### src/include/scandbl_defines.svh
`ifndef SCANDBL_DEFINES_SVH
`define SCANDBL_DEFINES_SVH

//////////////////////////////////////////////////////////////////////
// Line buffer geometry
//////////////////////////////////////////////////////////////////////

// Pixel index width inside one buffer half
// Gives up to 1024 pixels per source line, blanking included
`define SCANDBL_LINE_AW 10

// Source hsync before this pixel count is treated as a glitch
`define SCANDBL_MIN_LINE 128

//////////////////////////////////////////////////////////////////////
// Output sync timing in clkvga cycles
//////////////////////////////////////////////////////////////////////

// SVGA hsync of 3.36 us at 24 MHz
`define SCANDBL_HSYNC_COUNT 80

// SVGA vsync of 114.32 us at 24 MHz
`define SCANDBL_VSYNC_COUNT 2744

`endif

### src/rtl/scandbl_pixel_pkg.sv
`default_nettype none

//////////////////////////////////////////////////////////////////////
// Pixel colour types
//////////////////////////////////////////////////////////////////////

package scandbl_pixel_pkg;

	// One colour channel, 8 levels
	typedef logic [2:0] color_t;

	// Full pixel as stored in the line buffer
	// Field order gives r in the top bits
	typedef struct packed {
		color_t r;
		color_t g;
		color_t b;
	} rgb_pixel_t;

endpackage

`default_nettype wire

### src/rtl/scandbl_timing_pkg.sv
`default_nettype none

`include "scandbl_defines.svh"

//////////////////////////////////////////////////////////////////////
// Line addressing and counter types
//////////////////////////////////////////////////////////////////////

package scandbl_timing_pkg;

	// Buffer address, half select on top of the pixel index
	typedef logic [`SCANDBL_LINE_AW:0] line_addr_t;

	// Pixel count or pixel index within one line
	typedef logic [`SCANDBL_LINE_AW-1:0] line_len_t;

	// Output vsync pulse counter
	typedef logic [15:0] vsync_cnt_t;

endpackage

`default_nettype wire

### src/rtl/line_buf_if.sv
`timescale 1ns/10ps
`default_nettype none

//////////////////////////////////////////////////////////////////////
// Line buffer ports
//////////////////////////////////////////////////////////////////////

interface line_buf_if;

	// Write side, filled at source pixel rate
	logic wr_en;
	scandbl_timing_pkg::line_addr_t wr_addr;
	scandbl_pixel_pkg::rgb_pixel_t wr_data;

	// Read side, scanned at clkvga rate
	scandbl_timing_pkg::line_addr_t rd_addr;
	scandbl_pixel_pkg::rgb_pixel_t rd_data;

	// Capture block owns the write port
	modport writer (
		output wr_en,
		output wr_addr,
		output wr_data
	);

	// Replay block sends the address and gets data a cycle later
	modport reader (
		output rd_addr,
		input rd_data
	);

	// Memory side
	modport ram (
		input wr_en,
		input wr_addr,
		input wr_data,
		input rd_addr,
		output rd_data
	);

endinterface

`default_nettype wire

### src/rtl/line_replay.sv
`timescale 1ns/10ps
`default_nettype none

`include "scandbl_defines.svh"

module line_replay (
	input logic clkvga,
	input logic rst_n,
	input logic line_start,
	input logic wr_half,
	input scandbl_timing_pkg::line_len_t line_len,
	line_buf_if.reader buf_port,
	output scandbl_pixel_pkg::color_t ro,
	output scandbl_pixel_pkg::color_t go,
	output scandbl_pixel_pkg::color_t bo,
	output logic hsync
);

	// Read position
	scandbl_timing_pkg::line_len_t rd_idx;
	logic rd_half;

	// Nothing to show until the first line is stored
	logic active;

	// Brightness of the replay in progress
	logic dim;

	// Stage aligned with the RAM output
	logic dim_q;

	// Last pixel of the stored line
	scandbl_timing_pkg::line_len_t last_idx;
	logic at_last;

	assign last_idx = line_len - 1'b1;
	assign at_last = (rd_idx == last_idx);

	// Address goes straight to the RAM
	assign buf_port.rd_addr = {rd_half, rd_idx};

	//////////////////////////////////////////////////////////////////////
	// Read scan at double rate
	//////////////////////////////////////////////////////////////////////

	// A new line restarts in the half just completed
	// Otherwise the same half is scanned again from 0
	// Either restart toggles the brightness
	always_ff @(posedge clkvga or negedge rst_n) begin
		if (!rst_n) begin
			rd_idx <= '0;
			rd_half <= 1'b0;
			active <= 1'b0;
			dim <= 1'b1;
		end else if (line_start) begin
			rd_idx <= '0;
			rd_half <= ~wr_half;
			active <= 1'b1;
			dim <= ~dim;
		end else if (active) begin
			if (at_last) begin
				rd_idx <= '0;
				dim <= ~dim;
			end else begin
				rd_idx <= rd_idx + 1'b1;
			end
		end
	end

	//////////////////////////////////////////////////////////////////////
	// Output stage
	//////////////////////////////////////////////////////////////////////

	// Hsync and dim follow the address by one cycle, like rd_data
	// Hsync low for the first pixels of each replay
	always_ff @(posedge clkvga or negedge rst_n) begin
		if (!rst_n) begin
			hsync <= 1'b1;
			dim_q <= 1'b1;
		end else begin
			hsync <= !(active &&
				(rd_idx < scandbl_timing_pkg::line_len_t'(`SCANDBL_HSYNC_COUNT)));
			dim_q <= dim;
		end
	end

	// Scanline effect, half level on dimmed replays
	assign ro = dim_q ? {1'b0, buf_port.rd_data.r[2:1]} : buf_port.rd_data.r;
	assign go = dim_q ? {1'b0, buf_port.rd_data.g[2:1]} : buf_port.rd_data.g;
	assign bo = dim_q ? {1'b0, buf_port.rd_data.b[2:1]} : buf_port.rd_data.b;

endmodule

`default_nettype wire

### src/flat_wrapper.sv
// flat-port wrapper written by rule: the top's interface ports become plain ports
module line_replay_flat 
  (clkvga, rst_n, line_start, wr_half, line_len, ro, go, bo, hsync, buf_port_rd_addr, buf_port_rd_data);
  line_buf_if buf_port_i ();
  input logic clkvga;
  input logic rst_n;
  input logic line_start;
  input logic wr_half;
  input scandbl_timing_pkg::line_len_t line_len;
  output scandbl_pixel_pkg::color_t ro;
  output scandbl_pixel_pkg::color_t go;
  output scandbl_pixel_pkg::color_t bo;
  output logic hsync;
  output wire logic [$bits(buf_port_i.rd_addr)-1:0] buf_port_rd_addr;
  input wire logic [$bits(buf_port_i.rd_data)-1:0] buf_port_rd_data;
  assign buf_port_rd_addr = buf_port_i.rd_addr;
  assign buf_port_i.rd_data = buf_port_rd_data;
  line_replay u_core (.clkvga(clkvga), .rst_n(rst_n), .line_start(line_start), .wr_half(wr_half), .line_len(line_len), .buf_port(buf_port_i), .ro(ro), .go(go), .bo(bo), .hsync(hsync));
endmodule
### config.mk
export PLATFORM = sky130hd
export DESIGN_NAME = line_replay_flat
export DESIGN_NICKNAME = d
export VERILOG_FILES = /design/src/rtl/scandbl_pixel_pkg.sv /design/src/rtl/scandbl_timing_pkg.sv /design/src/rtl/line_buf_if.sv /design/src/rtl/line_replay.sv /design/src/flat_wrapper.sv
export VERILOG_INCLUDE_DIRS = /design/src /design/src/include
export SDC_FILE = /design/constraint.sdc
export NUM_CORES = 1
export LEC_CHECK = 0
export CAP_MARGIN = 15
export CORE_MARGIN = 1.5
export CORE_UTILIZATION = 34
export CTS_CLUSTER_DIAMETER = 80
export DETAILED_ROUTE_END_ITERATION = 8
export DONT_BUFFER_PORTS = 1
export GPL_ROUTABILITY_DRIVEN = 0
export PLACE_DENSITY = 0.46
export SLEW_MARGIN = 20
export SYNTH_ARGS = -nofsm -noshare
export SYNTH_HDL_FRONTEND = slang
export SYNTH_SLANG_ARGS = --single-unit
### constraint.sdc
create_clock -name clkvga -period 2.2 [get_ports clkvga]
set_input_delay 0.22 -clock clkvga [delete_from_list [all_inputs] [get_ports clkvga]]
set_output_delay 0.22 -clock clkvga [all_outputs]
set_load 0.01 [all_outputs]
==> Yosys cells after proc, flatten, opt, wreduce, memory -nomap -nowiden <==
Index checks and enable logic that the tools add are counted.
{ "op_classes": {"n_addsub": 2, "magnitude_cmp": 1, "eq_ne": 1, "n_mux": 9, "bitwise_logic": 2, "n_reduce_logical": 5} }
{ "op_table": {"columns": ["cell", "n"], "rows": [
  ["$mux 10", 3],
  ["$add 10x1->10 const B", 1],
  ["$eq 10x10->1", 1],
  ["$lt 10x7->1 const B", 1],
  ["$sub 10x1->10 const B", 1],
  ["$mux 3", 3],
  ["$reduce_bool 2->1", 2],
  ["$mux 1", 3],
  ["$not 1->1", 2],
  ["$reduce_and 2->1", 1],
  ["$logic_and 1x1->1", 1],
  ["$logic_not 1->1", 1]
]} }
{ "totals": {"reg_bits": 15, "in_bits": 23, "elab_cells": 26} }

==> Depth between registers and ports, before layout <==
{ "depth": {"word_depth": 5, "depth_mapped": 9, "mapped_depth_nobuf": 8} }

==> Worst setup path after synthesis <==
OpenSTA, ideal clock, no wires.
{ "synth_timing": {"kind": "flip-flop to flip-flop", "from": "register u_core.rd_idx[6]", "to": "register u_core.rd_idx[3]", "arrival_time_ns": 1.733, "slack_ns": 0.325, "path_stages_with_launch": 9, "period_less_slack_ns": 1.875, "cell_sequence": "dfrtp_1 > clkbuf_1 > or2_2 > a21oi_1 > a31oi_1 > a211oi_1 > and3_1 > buf_6 > nor3_1"} }
{ "synth_between": {"elab_chain_len": 4} }
{ "synth_lines": {"columns": ["element", "line", "source"], "rows": [
  ["start: declaration", "line_replay.sv:20", "scandbl_timing_pkg::line_len_t rd_idx;"],
  ["start signal: assignment", "line_replay.sv:65", "rd_idx <= rd_idx + 1'b1;"],
  ["$eq 10x10->1", "line_replay.sv:37", "assign at_last = (rd_idx == last_idx);"],
  ["$mux 10", "line_replay.sv:61", "if (at_last) begin"],
  ["$mux 10", "line_replay.sv:60", "end else if (active) begin"],
  ["$mux 10", "line_replay.sv:55", "end else if (line_start) begin"]
]} }
Every way passes these cells. The select of a mux whose other input is x is not followed.
A chain may end at the register's enable or synchronous reset.

==> Final worst setup path <==
{ "layout_timing": {"from": "register u_core.rd_idx[4]", "to": "register u_core.rd_idx[2]"} }
The elaborated chain is that of the path after synthesis.

==> flow_summary.json <==
{
  "min-delay-start": "wr_half",
  "drt_iter0_markers": 55,
  "vias": 956,
  "clk_pin_slew_ps": 90,
  "antenna_found_initial": 0,
  "crit_path_end_kind": "register",
  "synth-edff-count": 0,
  "reg2reg_to": "u_core.rd_idx[2]",
  "powerDensity_mw_per_mm2": 539,
  "cts_tree": "yes",
  "cts_max_path_buffers": 2,
  "avgSynthCellArea_sq_um": 9.04,
  "crit_path_start_kind": "register",
  "num_io_pins": 44,
  "arrival_ps": 2230,
  "root_buffer": "clkbuf_4",
  "ant_nets": 0,
  "crit_required_ps": 2390,
  "worstMarginPinSlew_ps": 696,
  "drive_gt1_share_pct": 20.6,
  "htreeDepth": 1,
  "ys_top_cells_by_count": "dfrtp_1, nor3_1, xor2_1",
  "cts_hold_buf": 2,
  "r2r-start": "u_core.rd_idx[4]",
  "ir_drop_mv": 0.249,
  "postRouteWirelength_um": 2760,
  "synth-seq-cells": 15,
  "cts_resized": 0,
  "first_pass_iters": 4,
  "finalSetupViolCount": 0,
  "synth_top_cell_by_area": "dfrtp_1",
  "wl_per_cell_um": 15.1,
  "fillers": 354,
  "ys_async_sr_fraction_pct": 100,
  "gr-total-overflow": 0,
  "syn-num-nets": 153,
  "grt_usage_pct": 15.1,
  "holdPathStages": 1,
  "maxSlewHeadroom_pct": 53.4,
  "numClockSinks": 15,
  "ys.flop_type": "dfrtp_1",
  "grt_max_degree": 16,
  "grt_pass1_vias": 902,
  "core_area_sq_mm": 0.00331,
  "yosysMostFrequentCell": "dfrtp_1",
  "finalSetupTns_ps": 0,
  "route.detailed.drc": 0,
  "syn_to_final_growth_pct": 11.6,
  "fin_nets": 162,
  "post-synth-top-area-fraction_pct": 25.9,
  "vias_per_cell": 5.25,
  "insertion_delay_ps": 280,
  "seq_area_frac_synth_pct": 32.8,
  "status": "finished clean",
  "cap_violations": 0,
  "hp-class": "in2reg",
  "chipWidth_um": 61.3,
  "dp_hpwl_um": 2120,
  "synthesis.area_sq_mm": 0.00116,
  "dieArea_sq_mm": 0.00376,
  "fin_crit_ps": 2040,
  "p_total_w": 0.000696,
  "cts_buffers": 3,
  "clock.fmax_mhz": 491,
  "grt_first_pass_wirelength_um": 4200,
  "finalCritPeriodShare_pct": 92.6,
  "rrSetupSlack_ps": 160,
  "whs_endpoint": "u_core.rd_half",
  "initial_utilization_pct": 35.0,
  "dieHeight_um": 61.3,
  "slew_violations": 0,
  "finalHoldViolCount": 0,
  "synth-warning-count": 0,
  "rsz0062_at_grt": "false",
  "worst-path-max-fanout": 8,
  "synthCells": 128,
  "p_leak_nw": 0.551,
  "num_rows": 21,
  "r2r.worst_path.cells": 6,
  "cts_setup_buffers": 0,
  "yosys-top-cells-area": "dfrtp_1, xor2_1, dfstp_2",
  "diodes": 0,
  "io_buffers": 0,
  "critPathKind": "reg2reg",
  "ys_types": 40,
  "fin_skew_ps": 0.878
}
==> worst max path at each step <==
stage	endpoint	depth (start not counted)	slack, ps	from
floorplan	u_core.rd_idx[3]	8	330	u_core.rd_idx[6]
CTS	u_core.rd_idx[2]	6	160	u_core.rd_idx[4]
finish	u_core.rd_idx[2]	6	160	u_core.rd_idx[4]
global placement	u_core.rd_idx[2]	8	200	line_len[0]
detailed placement	u_core.rd_idx[2]	8	180	line_len[0]
global route	u_core.rd_idx[2]	6	70	u_core.rd_idx[4]
==> final cells by class <==
class	count	area, sq um	share of cell area (%)
clock buffer	4	26.3	2.03
tap	46	57.6	4.46
multi-input combinational	101	722	55.9
timing repair buffer	11	87.6	6.78
sequential	15	379	29.4
inverter	5	18.8	1.45
==> through the flow <==
stage / area, sq um / utilization (%) / hold WS, ps / setup slack (ps) / std cells
global route: 1290 / 39.0 / 10.8 / 66.1 / 182
detailed placement: 1240 / 37.6 / -75.2 / 182 / 176
global placement: 1240 / 37.6 / -75.2 / 199 / 176
floorplan: 1160 / - / -75.6 / 325 / 128
CTS: 1290 / 39.0 / 10.6 / 159 / 182
finish: 1290 / 39.0 / 15.2 / 163 / 182
==> critical path, stage by stage, from the launching register on <==
cell,delay (ps)
dfrtp_1,520
nor2b_1,110
or4_1,490
a31oi_1,140
a211oi_1,110
and3_1,300
nor4_4,290
==> state kept, by name, indices dropped and copies added (netlist names) <==
| name | count |
|---|---|
| u_core.active | 1 |
| u_core.dim | 1 |
| u_core.dim_q | 1 |
| u_core.hsync | 1 |
| u_core.rd_half | 1 |
| u_core.rd_idx | 10 |
==> report_power, final <==
group	switching [W]	leakage [nW]	internal, W
Combinational	0.0000905	0.347	0.0000922
Sequential	0.0000378	0.189	0.000316
Clock	0.0000896	0.0150	0.0000704
==> kinds of logic (layout without fill, tap and decap cells) <==
kind of cell / count (synthesis) / count (layout) / share of synthesized area (%)
AOI/OAI and AO/OA: 16 / 16 / 8.65
xor gates and xnor gates: 16 / 16 / 12.1
adders and majority gates: 2 / 2 / 2.16
buffers and inverters: 12 / 20 / 4.86
DFF: 15 / 15 / 32.8
muxes: 8 / 8 / 7.57
and+or+nand+nor: 59 / 59 / 31.9
==> layer usage <==
| layer | global-route usage [%] | share of wire, % | vias up |
|---|---|---|---|
| met5 | 0 | 0 | - |
| met3 | 5.04 | 7.0 | 0 |
| li1 | - | - | 470 |
| met2 | 25.7 | 47 | 34 |
| met4 | 0.912 | 0 | 0 |
| met1 | 19.6 | 46 | 452 |
==> cells in the final DEF (no fill, tap or decap), types with 3 or more instances in the layout <==
| cell type | n |
|---|---|
| dfrtp_1 | 12 |
| xor2_1 | 10 |
| nor3_1 | 10 |
| buf_4 | 9 |
| nand2_1 | 8 |
| mux2_2 | 6 |
| xnor2_1 | 6 |
| inv_1 | 5 |
| and3_1 | 5 |
| a21oi_1 | 5 |
| nor2b_1 | 4 |
| nand2b_1 | 4 |
| o21ai_0 | 3 |
| or2_2 | 3 |
| nor3b_1 | 3 |
| nand3_1 | 3 |
| nand4_1 | 3 |
| clkbuf_4 | 3 |
| dfstp_2 | 3 |
Power figures use the tool's default switching activity.
