### src/include/scandbl_defines.svh
`ifndef SCANDBL_DEFINES_SVH
`define SCANDBL_DEFINES_SVH

//////////////////////////////////////////////////////////////////////
// Line buffer geometry
//////////////////////////////////////////////////////////////////////

// Pixel index width inside one buffer half
// Gives up to 1024 pixels per source line, blanking included
`define SCANDBL_LINE_AW 10

// Source hsync before this pixel count is treated as a glitch
`define SCANDBL_MIN_LINE 128

//////////////////////////////////////////////////////////////////////
// Output sync timing in clkvga cycles
//////////////////////////////////////////////////////////////////////

// SVGA hsync of 3.36 us at 24 MHz
`define SCANDBL_HSYNC_COUNT 80

// SVGA vsync of 114.32 us at 24 MHz
`define SCANDBL_VSYNC_COUNT 2744

`endif

### src/rtl/scandbl_timing_pkg.sv
`default_nettype none

`include "scandbl_defines.svh"

//////////////////////////////////////////////////////////////////////
// Line addressing and counter types
//////////////////////////////////////////////////////////////////////

package scandbl_timing_pkg;

	// Buffer address, half select on top of the pixel index
	typedef logic [`SCANDBL_LINE_AW:0] line_addr_t;

	// Pixel count or pixel index within one line
	typedef logic [`SCANDBL_LINE_AW-1:0] line_len_t;

	// Output vsync pulse counter
	typedef logic [15:0] vsync_cnt_t;

endpackage

`default_nettype wire

### src/rtl/vsync_stretch.sv
`timescale 1ns/10ps
`default_nettype none

`include "scandbl_defines.svh"

module vsync_stretch (
	input logic clkvga,
	input logic rst_n,
	input logic vsync_ext_n,
	output logic vsync
);

	// Armed, driving the pulse, or waiting for the source to release
	typedef enum logic [1:0] {
		ST_IDLE,
		ST_PULSE,
		ST_WAIT
	} vs_state_t;

	vs_state_t state;
	scandbl_timing_pkg::vsync_cnt_t cnt;

	//////////////////////////////////////////////////////////////////////
	// Pulse FSM
	//////////////////////////////////////////////////////////////////////

	always_ff @(posedge clkvga or negedge rst_n) begin
		if (!rst_n) begin
			state <= ST_IDLE;
			cnt <= '0;
		end else begin
			case (state)
				ST_IDLE: begin
					// Falling source vsync starts the pulse
					if (!vsync_ext_n) begin
						state <= ST_PULSE;
						cnt <= '0;
					end
				end
				ST_PULSE: begin
					if (vsync_ext_n) begin
						// Source released early, end now
						state <= ST_IDLE;
					end else if (cnt ==
						scandbl_timing_pkg::vsync_cnt_t'(`SCANDBL_VSYNC_COUNT - 1)) begin
						state <= ST_WAIT;
					end else begin
						cnt <= cnt + 1'b1;
					end
				end
				ST_WAIT: begin
					// No retrigger until the source goes high
					if (vsync_ext_n) begin
						state <= ST_IDLE;
					end
				end
				default: begin
					state <= ST_IDLE;
				end
			endcase
		end
	end

	// Low only while pulsing
	assign vsync = (state != ST_PULSE);

endmodule

`default_nettype wire

### config.mk
export PLATFORM = sky130hd
export DESIGN_NAME = vsync_stretch
export DESIGN_NICKNAME = d
export VERILOG_FILES = /design/src/rtl/scandbl_timing_pkg.sv /design/src/rtl/vsync_stretch.sv
export VERILOG_INCLUDE_DIRS = /design/src /design/src/include
export SDC_FILE = /design/constraint.sdc
export NUM_CORES = 1
export LEC_CHECK = 0
export BUFFER_PORTS_ARGS = -buffer_cell sky130_fd_sc_hd__buf_2
export CAP_MARGIN = 20
export CORE_MARGIN = 3
export CORE_UTILIZATION = 45
export CTS_BUF_LIST = sky130_fd_sc_hd__clkbuf_2 sky130_fd_sc_hd__clkbuf_4 sky130_fd_sc_hd__clkbuf_8
export CTS_CLUSTER_DIAMETER = 120
export DETAILED_ROUTE_END_ITERATION = 7
export PLACE_DENSITY_LB_ADDON = 0.08
export RECOVER_POWER = 50
export SETUP_SLACK_MARGIN = 0.4
export SYNTH_ARGS = -nofsm -noshare
export SYNTH_HDL_FRONTEND = slang
export SYNTH_SLANG_ARGS = --single-unit
### constraint.sdc
create_clock -name clkvga -period 4.7 [get_ports clkvga]
set_input_delay 0.94 -clock clkvga [delete_from_list [all_inputs] [get_ports clkvga]]
set_output_delay 0.94 -clock clkvga [all_outputs]
set_load 0.05 [all_outputs]
Word-level counts from Yosys, hierarchy flattened
Index checks and enable logic that the tools add are counted.
{"block": "totals", "reg_bits": 18, "latchBits": 0, "mem_bits_rw": 0, "mem_bits_ro": 0, "inputBits": 3, "out_inout_bits": 1, "wordCells": 25, "n_memories": 0}
{"block": "classes", "n_addsub": 1, "n_mul": 0, "div": 0, "n_lt_le_gt_ge": 0, "eq_ne": 9, "shift": 0, "mux": 9, "bitwise_logic": 0, "reduce_logical": 4}
{"cell": "$mux W16", "count": 3}
{"cell": "$pmux W16 S2", "count": 1}
{"cell": "$add A16 B1 Y16 const B", "count": 1}
{"cell": "$eq A16 B12 Y1 const B", "count": 1}
{"cell": "$mux W2", "count": 4}
{"cell": "$ne A2 B2 Y1 const B", "count": 4}
{"cell": "$pmux W2 S3", "count": 1}
{"cell": "$reduce_and A4 Y1", "count": 1}
{"cell": "$ne A3 B3 Y1 const B", "count": 1}
{"cell": "$reduce_and A3 Y1", "count": 1}
{"cell": "$eq A2 B1 Y1 const B", "count": 1}
{"cell": "$eq A2 B2 Y1 const B", "count": 1}
{"cell": "$logic_not A2 Y1", "count": 1}
{"cell": "$ne A2 B1 Y1 const B", "count": 1}
{"cell": "$reduce_bool A2 Y1", "count": 1}

Depth between registers and ports, before layout
Gate-level depths: netlist (run 1).
{"block": "depth", "depth_word": 4, "mapped_depth": 7, "ltp_nobuf": 6}

Worst setup path after synthesis (run 1)
Ideal clock, no wire load.
{"block": "synth_path", "kind": "register -> output", "startpoint": "register state[0]", "endpoint": "output port vsync", "t_arrival_ps": 1281, "required_time_ps": 3760, "path_slack_ps": 2479, "path_stages_with_launch": 4, "n_path_buf": 1, "cell_sequence": "dfrtp_1 > nor2b_1 > inv_1 > clkbuf_1"}
{"block": "synth_via", "elab_chain_cells": 1}
{"item": "from (decl)", "line_no": "vsync_stretch.sv:20", "source": "vs_state_t state;"}
{"item": "from (signal assigned)", "line_no": "vsync_stretch.sv:29", "source": "state <= ST_IDLE;"}
{"item": "from (signal assigned)", "line_no": "vsync_stretch.sv:36", "source": "state <= ST_PULSE;"}
{"item": "from (signal assigned)", "line_no": "vsync_stretch.sv:43", "source": "state <= ST_IDLE;"}
{"item": "$ne A2 B1 Y1", "line_no": "vsync_stretch.sv:65", "source": "assign vsync = (state != ST_PULSE);"}
{"item": "to (decl)", "line_no": "vsync_stretch.sv:10", "source": "output logic vsync"}
No other way between the ends.

Final worst setup path (run 1)
{"block": "layout_path", "startpoint": "register state[1]", "endpoint": "output port vsync"}
The elaborated chain is that of the path after synthesis.

==> results of run 1 <==
stage by stage:
stage          hold WS, ns  area [sq um]  worst slack, ns  power, uW
2_1_floorplan        0.453          1100             2.48        193
3_3_place_gp         0.487          1100             2.33        202
3_5_place_dp         0.499          1100             2.25        202
4_1_cts              0.514          1140             1.94        301
5_1_grt              0.534          1130             1.79        312
6_report             0.515          1130             1.92        298
path summary, 6_finish.rpt:
| path | slack [ns] | to | cells after the start | start |
|---|---|---|---|---|
| max in group asynchronous | 3.34 | cnt[5]$_DFFE_PN0P_ | 1 | rst_n |
| worst max-delay path | 1.92 | vsync | 3 | state[1]$_DFFE_PN0P_ |
| min in group asynchronous | 0.76 | cnt[13]$_DFFE_PN0P_ | 1 | rst_n |
| worst min register to register | 0.52 | cnt[13]$_DFFE_PN0P_ | 1 | cnt[13]$_DFFE_PN0P_ |
| worst max register to register | 2.36 | cnt[2]$_DFFE_PN0P_ | 4 | cnt[6]$_DFFE_PN0P_ |
| worst min-delay path | 0.52 | cnt[13]$_DFFE_PN0P_ | 1 | cnt[13]$_DFFE_PN0P_ |
cell families after synthesis:
kind of cell	after synthesis
and+or+nand+nor	44
AOI/OAI and AO/OA	40
DFF	18
buffers and inverters	14
muxes	1
adders and majority gates	1
final cells by class:
type                            count  area [sq um]  share of cell area [%]
Tap cell                           28          35.0                    3.09
Inverter                            6          22.5                    1.98
Clock buffer                        4          36.3                    3.20
Multi-Input combinational cell     86           577                    50.8
Timing Repair Buffer                3          13.8                    1.21
Sequential cell                    18           450                    39.7
power groups by stage:
stage                     clock network (uW)  registers [uW]  logic [uW]
after detailed placement                   0             171        31.5
after CTS                                101             168        31.6
after global placement                     0             170        31.2
after floorplan                            0             169        24.8
after global routing                     107             169        35.5
final                                   98.9             168        30.9
cells in the final DEF (no fill, tap or decap), drive strengths merged, types with 2 or more instances in the layout:
cell / synthesis / layout
dfrtp: 18 / 18
nand2b: 2 / 2
inv: 6 / 6
or2: 2 / 2
nand2: 10 / 10
o21ai: 8 / 8
a21oi: 4 / 4
a41oi: 2 / 2
and3: 8 / 8
nor2: 4 / 4
a21o: 3 / 3
buf: 5 / 2
o31ai: 13 / 13
a211o: 2 / 2
and2: 2 / 2
and4: 2 / 2
nand4: 4 / 4
nor4: 2 / 2
clkbuf: 3 / 5
layer usage:
metal | vias to the layer above | global-route usage (%)
li1 | 450 | -
met1 | 427 | 23.7
met2 | 17 | 26.7
met3 | 5 | 2.10
met4 | 0 | 10.1
met5 | - | 0
flip-flops by register name (all words and copies together) (netlist names):
register / flops
cnt: 16
state: 2
==> impl_results.md, run 1 <==
- # clock sinks: 18
- ANT cells: 0
- Max Slew Vio Count: 0
- Post-Route WL: about 2.5 mm
- Final Core Density: approximately half
- Root Driver: clkbuf_4
- CTS resizes: 0
- Buffer count from post-CTS setup fixing: 0
- CTS Buffer Depth: 2
- Ratio of cells with drive above 1 in the final layout: around 8.5%
- Internal power: 221 uW
- Netlist cell types: 39
- Switching fraction of total power: roughly a quarter
- Commonest cells post-synth: dfrtp_1, o31ai_1, nand2_1
- Layout Nets: around 120
- Synth Flop Type: dfrtp_1
- FP Rows: 17
- Compound-Gate Fraction of Synth Area: around a quarter
- DR iter-0 viols: 35
- WL met1: 1.21 mm
- Drt pass-1 iters: 4
- Combinational cell fraction of total power: around a tenth
- Final min period: 2.78 ns
- Met2 wire len: between 1 and 1.5 mm
- Post-Syn Area: ~0.0011 sq mm
- Post-Synth Adder-Cell Area: roughly 1.1%
- Status: finished clean
- Post-CTS Hold Buffers: 0
- CORE AREA: between 0.002 and 0.0025 sq mm
- Highest clock rate: ~0.36 GHz
- Final setup viols: 0
- Num CTS Buffers: 3
- Final hold violations: 0
- Initial Util: 48.7%
- CP Launch Type: flip-flop
- Post-DR wirelength/cell: 17.1 um
- Peak VDD IR: 0.000212 V
- Crit path max-delay cell type: dfrtp_1
- Largest net degree at the start of global routing: 21
- Critical path required time: roughly 3.8 ns
- CTS tree: yes
- Average size of a mapped cell: 9.31 sq um
- H-tree lvl count: 1
- Post-Synthesis Cells: between 100 and 150
- Detail Route Antenna Nets: 0
- Vias: between 800 and 900
- DIE AREA: approximately 0.0031 sq mm
- Synthesized Nets: about 120
- First-pass GRT wire length: between 4 and 5 mm
- Grt total ovfl: 0
- Later-pin clock latency in the skew report: 0.31 ns
- Yosys top cell area share: between 40% and 50%
- Final HPWL DP: 1.73 mm
- Slew @ Worst Pin: between 0.9 and 1 ns
- Setup Skew: between 0.008 and 0.009 ns
- Vias in the first global route: roughly 900
- Final GP Congestion: ~0.8
- Count leader, synth: dfrtp_1
- Seq/Total Area, Yosys: 41.0%
- Clock power share: between 30% and 40%
- Syn-to-layout area delta: 3.30%
- RSZ-0062 raised after global routing: false
- Port Buffers: 3
- Number of antenna violations at the first check in global routing: 0
- Hold/Removal Path Class: flip-flop to flip-flop
- Post-Synth XOR/XNOR Area: 0%
- Placed Cells: about 140
- Cell leakage power: between 0.0004 and 0.0005 uW
- Final period utilization: 59.1%
- Switch Pwr: ~77 uW
- Max layer used: met4
- Crit-path max FO: 18
- WP buf/inv: 2
- DR vias/cell: ~6.2
- Max-cap violations: 0
- Fillers: 234
- Die Height: 55.4 um
- CP peak stage delay: 0.70 ns
- Post-synth ARST share: 100%
- WL met3: ~80 um
- All-Layer GR Usage: between 15 and 20%
- Relative slew slack: 34.2%
- Non-Filler Instances: between 100 and 150
- Largest family of logic cells by synthesized area: compound AO/OA/AOI/OAI gates
- Setup tns final: 0 ns
- Synth area leaders: dfrtp_1, o31ai_1, and3_1, o21ai_0, nand2_1
- Yosys top cell by area: dfrtp_1
- CP top delay family: flip-flops
- FF+latch count, synth: 18
- Mux contribution to synthesized area: 1.03%
- Die X-Extent: between 50 and 60 um
- Clock slew at reported path FFs: about 0.11 ns
- Yosys warns: 0
- Crit Path Class: flip-flop to primary output
- Post-Synth Simple-Gate Area: roughly 25%
- Critical-path cell list: nor2b_1 > inv_1 > buf_2
- Sequential Power Share: between 50% and 60%
- Worst Path Arrival: 1.84 ns
- Residual DRC: 0
- IO Count: 4
- Number of synthesized flops with an enable pin: 0
- PD cells: 262 mW/mm^2
- Critical Path End Type: primary output
(Power assumes the default switching activity.)
==> run 2: changes to the inputs <==
Settings changed: ABC_AREA set to 1.
Clock period 4.7 ns to 2.9 ns, I/O delays scaled along.
==> run 2 against run 1 <==
Compared with the run above: worst setup slack got worse by 1.0 ns; non-clock buffer count rose by 1; hold slack got worse by 0.097 ns.
==> impl_results.md, run 2 <==
- Pre-CTS setup slack: 0.903 ns (-1.34 ns)
- Combinational cell fraction of total power: 8.4% (-2.0 points)
- Highest clock rate: 0.500 GHz
- Yosys warns: 0 (unchanged)
- DP Area: 0.00117 sq mm (+6.8%)
- FF-to-FF path depth: 8 (+4)
- Drt pass-1 iters: 4 (unchanged)
- CP Launch Type: flip-flop
- Commonest cells post-synth: nand2_1, nor2_1, nand3_1
- Switching fraction of total power: 25.7% (-0.25 points)
- Final min period: 2.00 ns
- Number of antenna violations at the first check in global routing: 0 (unchanged)
- Switch Pwr: 108 uW (+40%)
- CP top delay family: simple AND/OR/NAND/NOR gates
- Worst Path Arrival: 2.18 ns (+0.34 ns)
- Vias: 1057 (+18%)
- ANT cells: 0 (unchanged)
- Count leader, synth: nand2_1
- Post-CTS Hold Buffers: 0 (unchanged)
- CTS resizes: 0 (unchanged)
- H-tree lvl count: 1 (unchanged)
- Critical-path cell list: ha_1 > nand2_1 > clkinv_1 > nand3_1 > nor2_1 > nand2_1 > nand3_2 > o21ai_0
- DR iter-0 viols: 34 (-2.9%)
- Average size of a mapped cell: 6.72 sq um (-28%)
- Synthesized Nets: 175 (+43%)
- CTS tree: yes
- Ratio of cells with drive above 1 in the final layout: 6.32% (-2.2 points)
- Vias in the first global route: 980 (+7.2%)
- Critical Path End Type: flip-flop
- Clock power share: 29.3% (-3.9 points)
- Setup ws final: 0.900 ns (-1.02 ns)
- PD cells: 353 mW/mm^2 (+35%)
- FP Rows: 17 (unchanged)
- Post-Synthesis Cells: 171 (+45%)
- Max reg flops: 16 (unchanged)
- FF+latch count, synth: 18 (unchanged)
- First-pass GRT wire length: 4.51 mm (+6.2%)
- Final setup viols: 0 (unchanged)
- Post-Route WL: 2.44 mm (-1.6%)
- Max-cap violations: 0 (unchanged)
- Cell leakage power: 0.000528 uW (+5.7%)
- CP peak stage delay: 0.44 ns (-0.26 ns)
- # clock sinks: 18 (unchanged)
- WP buf/inv: 1 (-1)
- Port Buffers: 3 (unchanged)
- DR vias/cell: 5.23 (-16%)
- Relative slew slack: 33.8% (-0.35 points)
- Largest Register: cnt
- Final Core Density: 51.6% (+1.3 points)
- Yosys top cell area share: 39.2% (-1.8 points)
- CTS Buffer Depth: 2 (unchanged)
- Initial Util: 49.5% (+0.82 points)
- Layout Nets: 180 (+48%)
- Max Slew Vio Count: 0 (unchanged)
- Sequential Power Share: 62.3% (+5.9 points)
- Die Height: 56.5 um (+2.0%)
- Critical path required time: 3.08 ns (-0.68 ns)
- Largest net degree at the start of global routing: 31 (+48%)
- Peak VDD IR: 0.000251 V (+18%)
- Synth area leaders: dfrtp_1, nand2_1, nand3_1, nor2_1, inv_1
- Buffer count from post-CTS setup fixing: 0 (unchanged)
- Post-Syn Area: 0.00115 sq mm (+4.6%)
- Root Driver: clkbuf_4
- Setup tns final: 0 ns (unchanged)
- Final HPWL DP: 1.83 mm (+5.7%)
- CORE AREA: 0.00232 sq mm (+2.8%)
- Internal power: 314 uW (+42%)
- All-Layer GR Usage: 17.4% (-0.073 points)
- Most common cell after layout, fill and taps aside: nand2_1
- Crit Path Class: flip-flop to flip-flop
- Crit-path max FO: 30 (+12)
- Later-pin clock latency in the skew report: 0.29 ns (-0.02 ns)
- Residual DRC: 0 (unchanged)
- Detail Route Antenna Nets: 0 (unchanged)
- DIE AREA: 0.00319 sq mm (+4.0%)
- Grt total ovfl: 0 (unchanged)
- Final GP Congestion: 0.802 (about the same)
- Most frequent CP cell: nand2_1
- Netlist cell types: 21 (-46%)
- Seq/Total Area, Yosys: 39.2% (-1.8 points)
- Final hold violations: 0 (unchanged)
- Synth Flop Type: dfrtp_1
- Num CTS Buffers: 3 (unchanged)
- Crit path max-delay cell type: nand3_2
- Setup Skew: 0.00757 ns (-0.000971 ns)
- Post-synth ARST share: 100% (unchanged)
- RSZ-0062 raised after global routing: false
- R2r endpoint: cnt[1]$_DFFE_PN0P_
- Status: finished clean
- Worst r2r src: cnt[0]$_DFFE_PN0P_
- Hold/Removal Path Class: input pin to asynchronous set/reset pin
- IO Count: 4 (unchanged)
- Number of synthesized flops with an enable pin: 0 (unchanged)
- Post-route cell area: 0.00120 sq mm (+5.4%)
- Die X-Extent: 56.5 um (+2.0%)
- Syn-to-layout area delta: 4.14%
- Commonest non-fill, non-tap cells in the layout: nand2_1, nor2_1, nand3_1
- Slew @ Worst Pin: 0.993 ns (+0.00524 ns)
- Final period utilization: ~69%
- Power, Total: 422 uW (+42%)
- R2R Setup Slk: 0.90 ns (-1.46 ns)
- Largest registers: cnt x16, state x2
- Yosys top cell by area: dfrtp_1
- Post-DR wirelength/cell: 12.1 um (-29%)
- Clock slew at reported path FFs: 0.10 ns (about the same)
-- run 2: changes by cell type after synthesis, sizes merged, moves of 7 or more --
cell | previous run | this run
o31ai | 13 | 0
nand3 | 1 | 22
inv | 6 | 20
and3 | 8 | 0
nand2 | 10 | 55
o21ai | 8 | 15
nor2 | 4 | 23
-- run 2: cell type report --
class / count / area (sq um)
multi-input combinational: 128 / 588
sequential: 18 / 450
tap: 28 / 35.0
fill: 252 / 1120
inverter: 21 / 78.8
timing repair buffer: 4 / 21.3
clock buffer: 3 / 22.5
-- run 2: worst max path at each step --
| stage | from | cells past startpoint | to |
|---|---|---|---|
| 2_1_floorplan | state[1]$_DFFE_PN0P_ | 2 | vsync |
| 3_3_place_gp | cnt[0]$_DFFE_PN0P_ | 8 | cnt[0]$_DFFE_PN0P_ |
| 3_5_place_dp | cnt[0]$_DFFE_PN0P_ | 8 | cnt[1]$_DFFE_PN0P_ |
| 4_1_cts | cnt[0]$_DFFE_PN0P_ | 8 | cnt[1]$_DFFE_PN0P_ |
| 5_1_grt | cnt[0]$_DFFE_PN0P_ | 8 | cnt[1]$_DFFE_PN0P_ |
| 6_report | cnt[0]$_DFFE_PN0P_ | 8 | cnt[1]$_DFFE_PN0P_ |
-- run 2: power groups by stage --
stage	logic (uW)	registers [uW]	clock network, uW
3_3_place_gp	35.8	267	0
2_1_floorplan	26.8	266	0
6_report	35.4	263	124
5_1_grt	40.6	265	141
4_1_cts	36.8	263	126
3_5_place_dp	36.4	268	0
-- run 2: logic make-up after synthesis --
family	synth area share, %
compound gates	8.28
xor+xnor	2.29
fa+ha+maj	1.09
buf+inv	9.58
flops	39.2
simple gates	39.5
-- run 2: metal layers --
layer / part of all wire (%) / track usage, % / vias up
met5: 0 / 0 / -
met4: 0.98 / 4.41 / 0
met3: 3.4 / 3.91 / 4
met2: 47 / 26.7 / 23
met1: 49 / 24.6 / 472
li1: - / - / 558
-- run 2: stage by stage --
step           hold WS [ns]  instances
3_3_place_gp          0.495        199
3_5_place_dp          0.498        199
6_report              0.418        202
5_1_grt               0.476        202
2_1_floorplan         0.284        171
4_1_cts               0.229        202
==> run 3: changes to the inputs <==
Clock period 2.9 ns to 1.6 ns, I/O delays scaled along.
==> run 3 against run 2 <==
Compared with the run above: clock skew is 0.0020 ns lower; critical path type unchanged; critical endpoint is now cnt[2]$_DFFE_PN0P_; sequential share of layout area is 6.2 points lower; die area stayed put; sequential power increased by 82%; via count up 6.8%; largest power group unchanged.
==> impl_results.md, run 3 (synthesis results as in run 2) <==
- Largest registers: cnt x16, state x2
- # clock sinks: 18 (unchanged)
- Initial Util: 49.5% (unchanged)
- Worst setup startpoint: cnt[0]$_DFFE_PN0P_
- Grt total ovfl: 0 (unchanged)
- Detail Route Antenna Nets: 0 (unchanged)
- Port Buffers: 3 (unchanged)
- Syn-to-layout area delta: 24.9%
- Number of antenna violations at the first check in global routing: 0 (unchanged)
- H-tree lvl count: 1 (unchanged)
- Hold Crit Start: vsync_ext_n
- Critical Path End Type: flip-flop
- Fillers: 202 (-20%)
- CTS tree: yes
- Worst Path Arrival: 1.69 ns (-0.49 ns)
- Largest Register: cnt
- Num CTS Buffers: 3 (unchanged)
- Die X-Extent: 56.5 um (unchanged)
- Residual DRC: 0 (unchanged)
- PD cells: 624 mW/mm^2 (+77%)
- Ratio of cells with drive above 1 in the final layout: 22.6% (+16 points)
- Final HPWL DP: 1.81 mm (-0.58%)
- Setup tns final: 0 ns (unchanged)
- Layout Nets: 191 (+6.1%)
- Root Driver: clkbuf_4
- Clock slew at reported path FFs: 0.11 ns (about the same)
- Sequential Power Share: 53.5% (-8.8 points)
- Final setup viols: 0 (unchanged)
- Setup Skew: 0.00561 ns (-0.00196 ns)
- RSZ-0062 raised after global routing: true
- DR vias/cell: 5.28 (+0.82%)
- Internal power: 659 uW (+110%)
- Combinational cell fraction of total power: 13.5% (+5.1 points)
- Switching fraction of total power: 26.4% (+0.79 points)
- Highest clock rate: 0.675 GHz (+35%)
- Switch Pwr: 237 uW (+120%)
- Post-DR wirelength/cell: 13.4 um (+11%)
- DR iter-0 viols: 40 (+18%)
- Largest net degree at the start of global routing: 31 (unchanged)
- Die Height: 56.5 um (unchanged)
- Worst r2r src: cnt[0]$_DFFE_PN0P_
- Max-cap violations: 0 (unchanged)
- All-Layer GR Usage: 17.3% (-0.14 points)
- Final min period: 1.48 ns (-0.518 ns)
- CTS Buffer Depth: 2 (unchanged)
- Clock power share: 33.0% (+3.7 points)
- DIE AREA: 0.00319 sq mm (unchanged)
- Peak VDD IR: 0.000364 V (+45%)
- ANT cells: 0 (unchanged)
- Slew @ Worst Pin: 0.404 ns (-0.589 ns)
- CORE AREA: 0.00232 sq mm (unchanged)
- Commonest non-fill, non-tap cells in the layout: nand2_1, nand3_1, nor2_1
- Critical path required time: 1.80 ns (-1.28 ns)
- Vias: 1129 (+6.8%)
- Crit Path Class: flip-flop to flip-flop
- Pre-CTS setup slack: 0.104 ns (-0.800 ns)
- Vias in the first global route: 1002 (+2.2%)
- Later-pin clock latency in the skew report: 0.31 ns (+0.02 ns)
- Crit-path max FO: 15 (-50%)
- Drt pass-1 iters: 5 (+1)
- IO Count: 4 (unchanged)
- Post-Route WL: 2.86 mm (+17%)
- Final hold violations: 0 (unchanged)
- Hold/Removal Path Class: input pin to flip-flop
- Final period utilization: 92.6% (+24 points)
- Most common cell after layout, fill and taps aside: nand2_1
- Worst hold slack: 0.308 ns (-0.111 ns)
- Max Slew Vio Count: 0 (unchanged)
- FP Rows: 17 (unchanged)
- Setup ws final: 0.118 ns (-0.782 ns)
- Cell leakage power: 0.000646 uW (+22%)
- Status: finished clean
- First-pass GRT wire length: 4.46 mm (-1.1%)
- Relative slew slack: 73.0% (+39 points)
- Final GP Congestion: 0.801 (-0.16%)
- Max reg flops: 16 (unchanged)
- CP Launch Type: flip-flop
==> run 3: power by group through the flow <==
stage / logic, uW / registers [uW] / clock network [uW]
final: 121 / 479 / 296
after global routing: 134 / 481 / 316
after CTS: 90.3 / 478 / 300
after detailed placement: 74.6 / 486 / 0
after global placement: 74.9 / 485 / 0
after floorplan: 53.2 / 483 / 0
==> run 3: area by class of cell <==
type / instances / area, sq um / area share [%]
inverters: 21 / 87.6 / 6.10
multi-input cells: 128 / 659 / 45.9
flip-flops and latches: 18 / 452 / 31.5
repair buffers: 15 / 165 / 11.5
well taps: 28 / 35.0 / 2.44
clock buffers: 4 / 36.3 / 2.53
==> run 3: worst paths after layout <==
path | depth (start not counted) | slack, ns | endpoint
max in group asynchronous | 2 | 0.83 | cnt[0]$_DFFE_PN0P_
max reg2reg | 10 | 0.12 | cnt[2]$_DFFE_PN0P_
max | 10 | 0.12 | cnt[2]$_DFFE_PN0P_
min reg2reg | 2 | 0.53 | cnt[15]$_DFFE_PN0P_
min in group asynchronous | 2 | 0.45 | cnt[9]$_DFFE_PN0P_
min | 4 | 0.31 | state[1]$_DFFE_PN0P_
==> run 3: metal layers <==
layer	vias to the layer above	wire length [um]	part of all wire, %	track usage, %
met1	507	1290	45	23.9
met3	9	150	5.2	2.07
met2	31	1360	47	27.4
li1	582	-	-	-
met5	-	0	0	0
met4	0	56	2.0	6.44
==> run 3: timing repair <==
action,in CTS,in global routing
hold buffers,1,0
hold endpoints to repair,18,0
setup endpoints to repair,18,19
resized for setup,2,24
pin swaps,0,3
gates cloned,0,2
buffers inserted,2,3
==> run 3: stage by stage <==
| step | total power, uW | utilization (%) | instances | cell area [sq um] |
|---|---|---|---|---|
| finish | 896 | 61.9 | 214 | 1440 |
| floorplan | 537 | - | 171 | 1170 |
| global route | 931 | 61.9 | 214 | 1440 |
| CTS | 868 | 56.0 | 209 | 1300 |
| global placement | 560 | 52.8 | 202 | 1220 |
| detailed placement | 560 | 52.8 | 202 | 1220 |
==> run 3: critical path, cell delays in order, from the launching register on <==
cell       delay, ns
dfrtp_2         0.46
ha_4            0.19
nand2_2         0.06
clkinv_2        0.07
nand3_2         0.06
nor2_2          0.04
nand2_2         0.08
nand3_4         0.12
clkbuf_16       0.20
nand2_1         0.06
o21ai_1         0.06
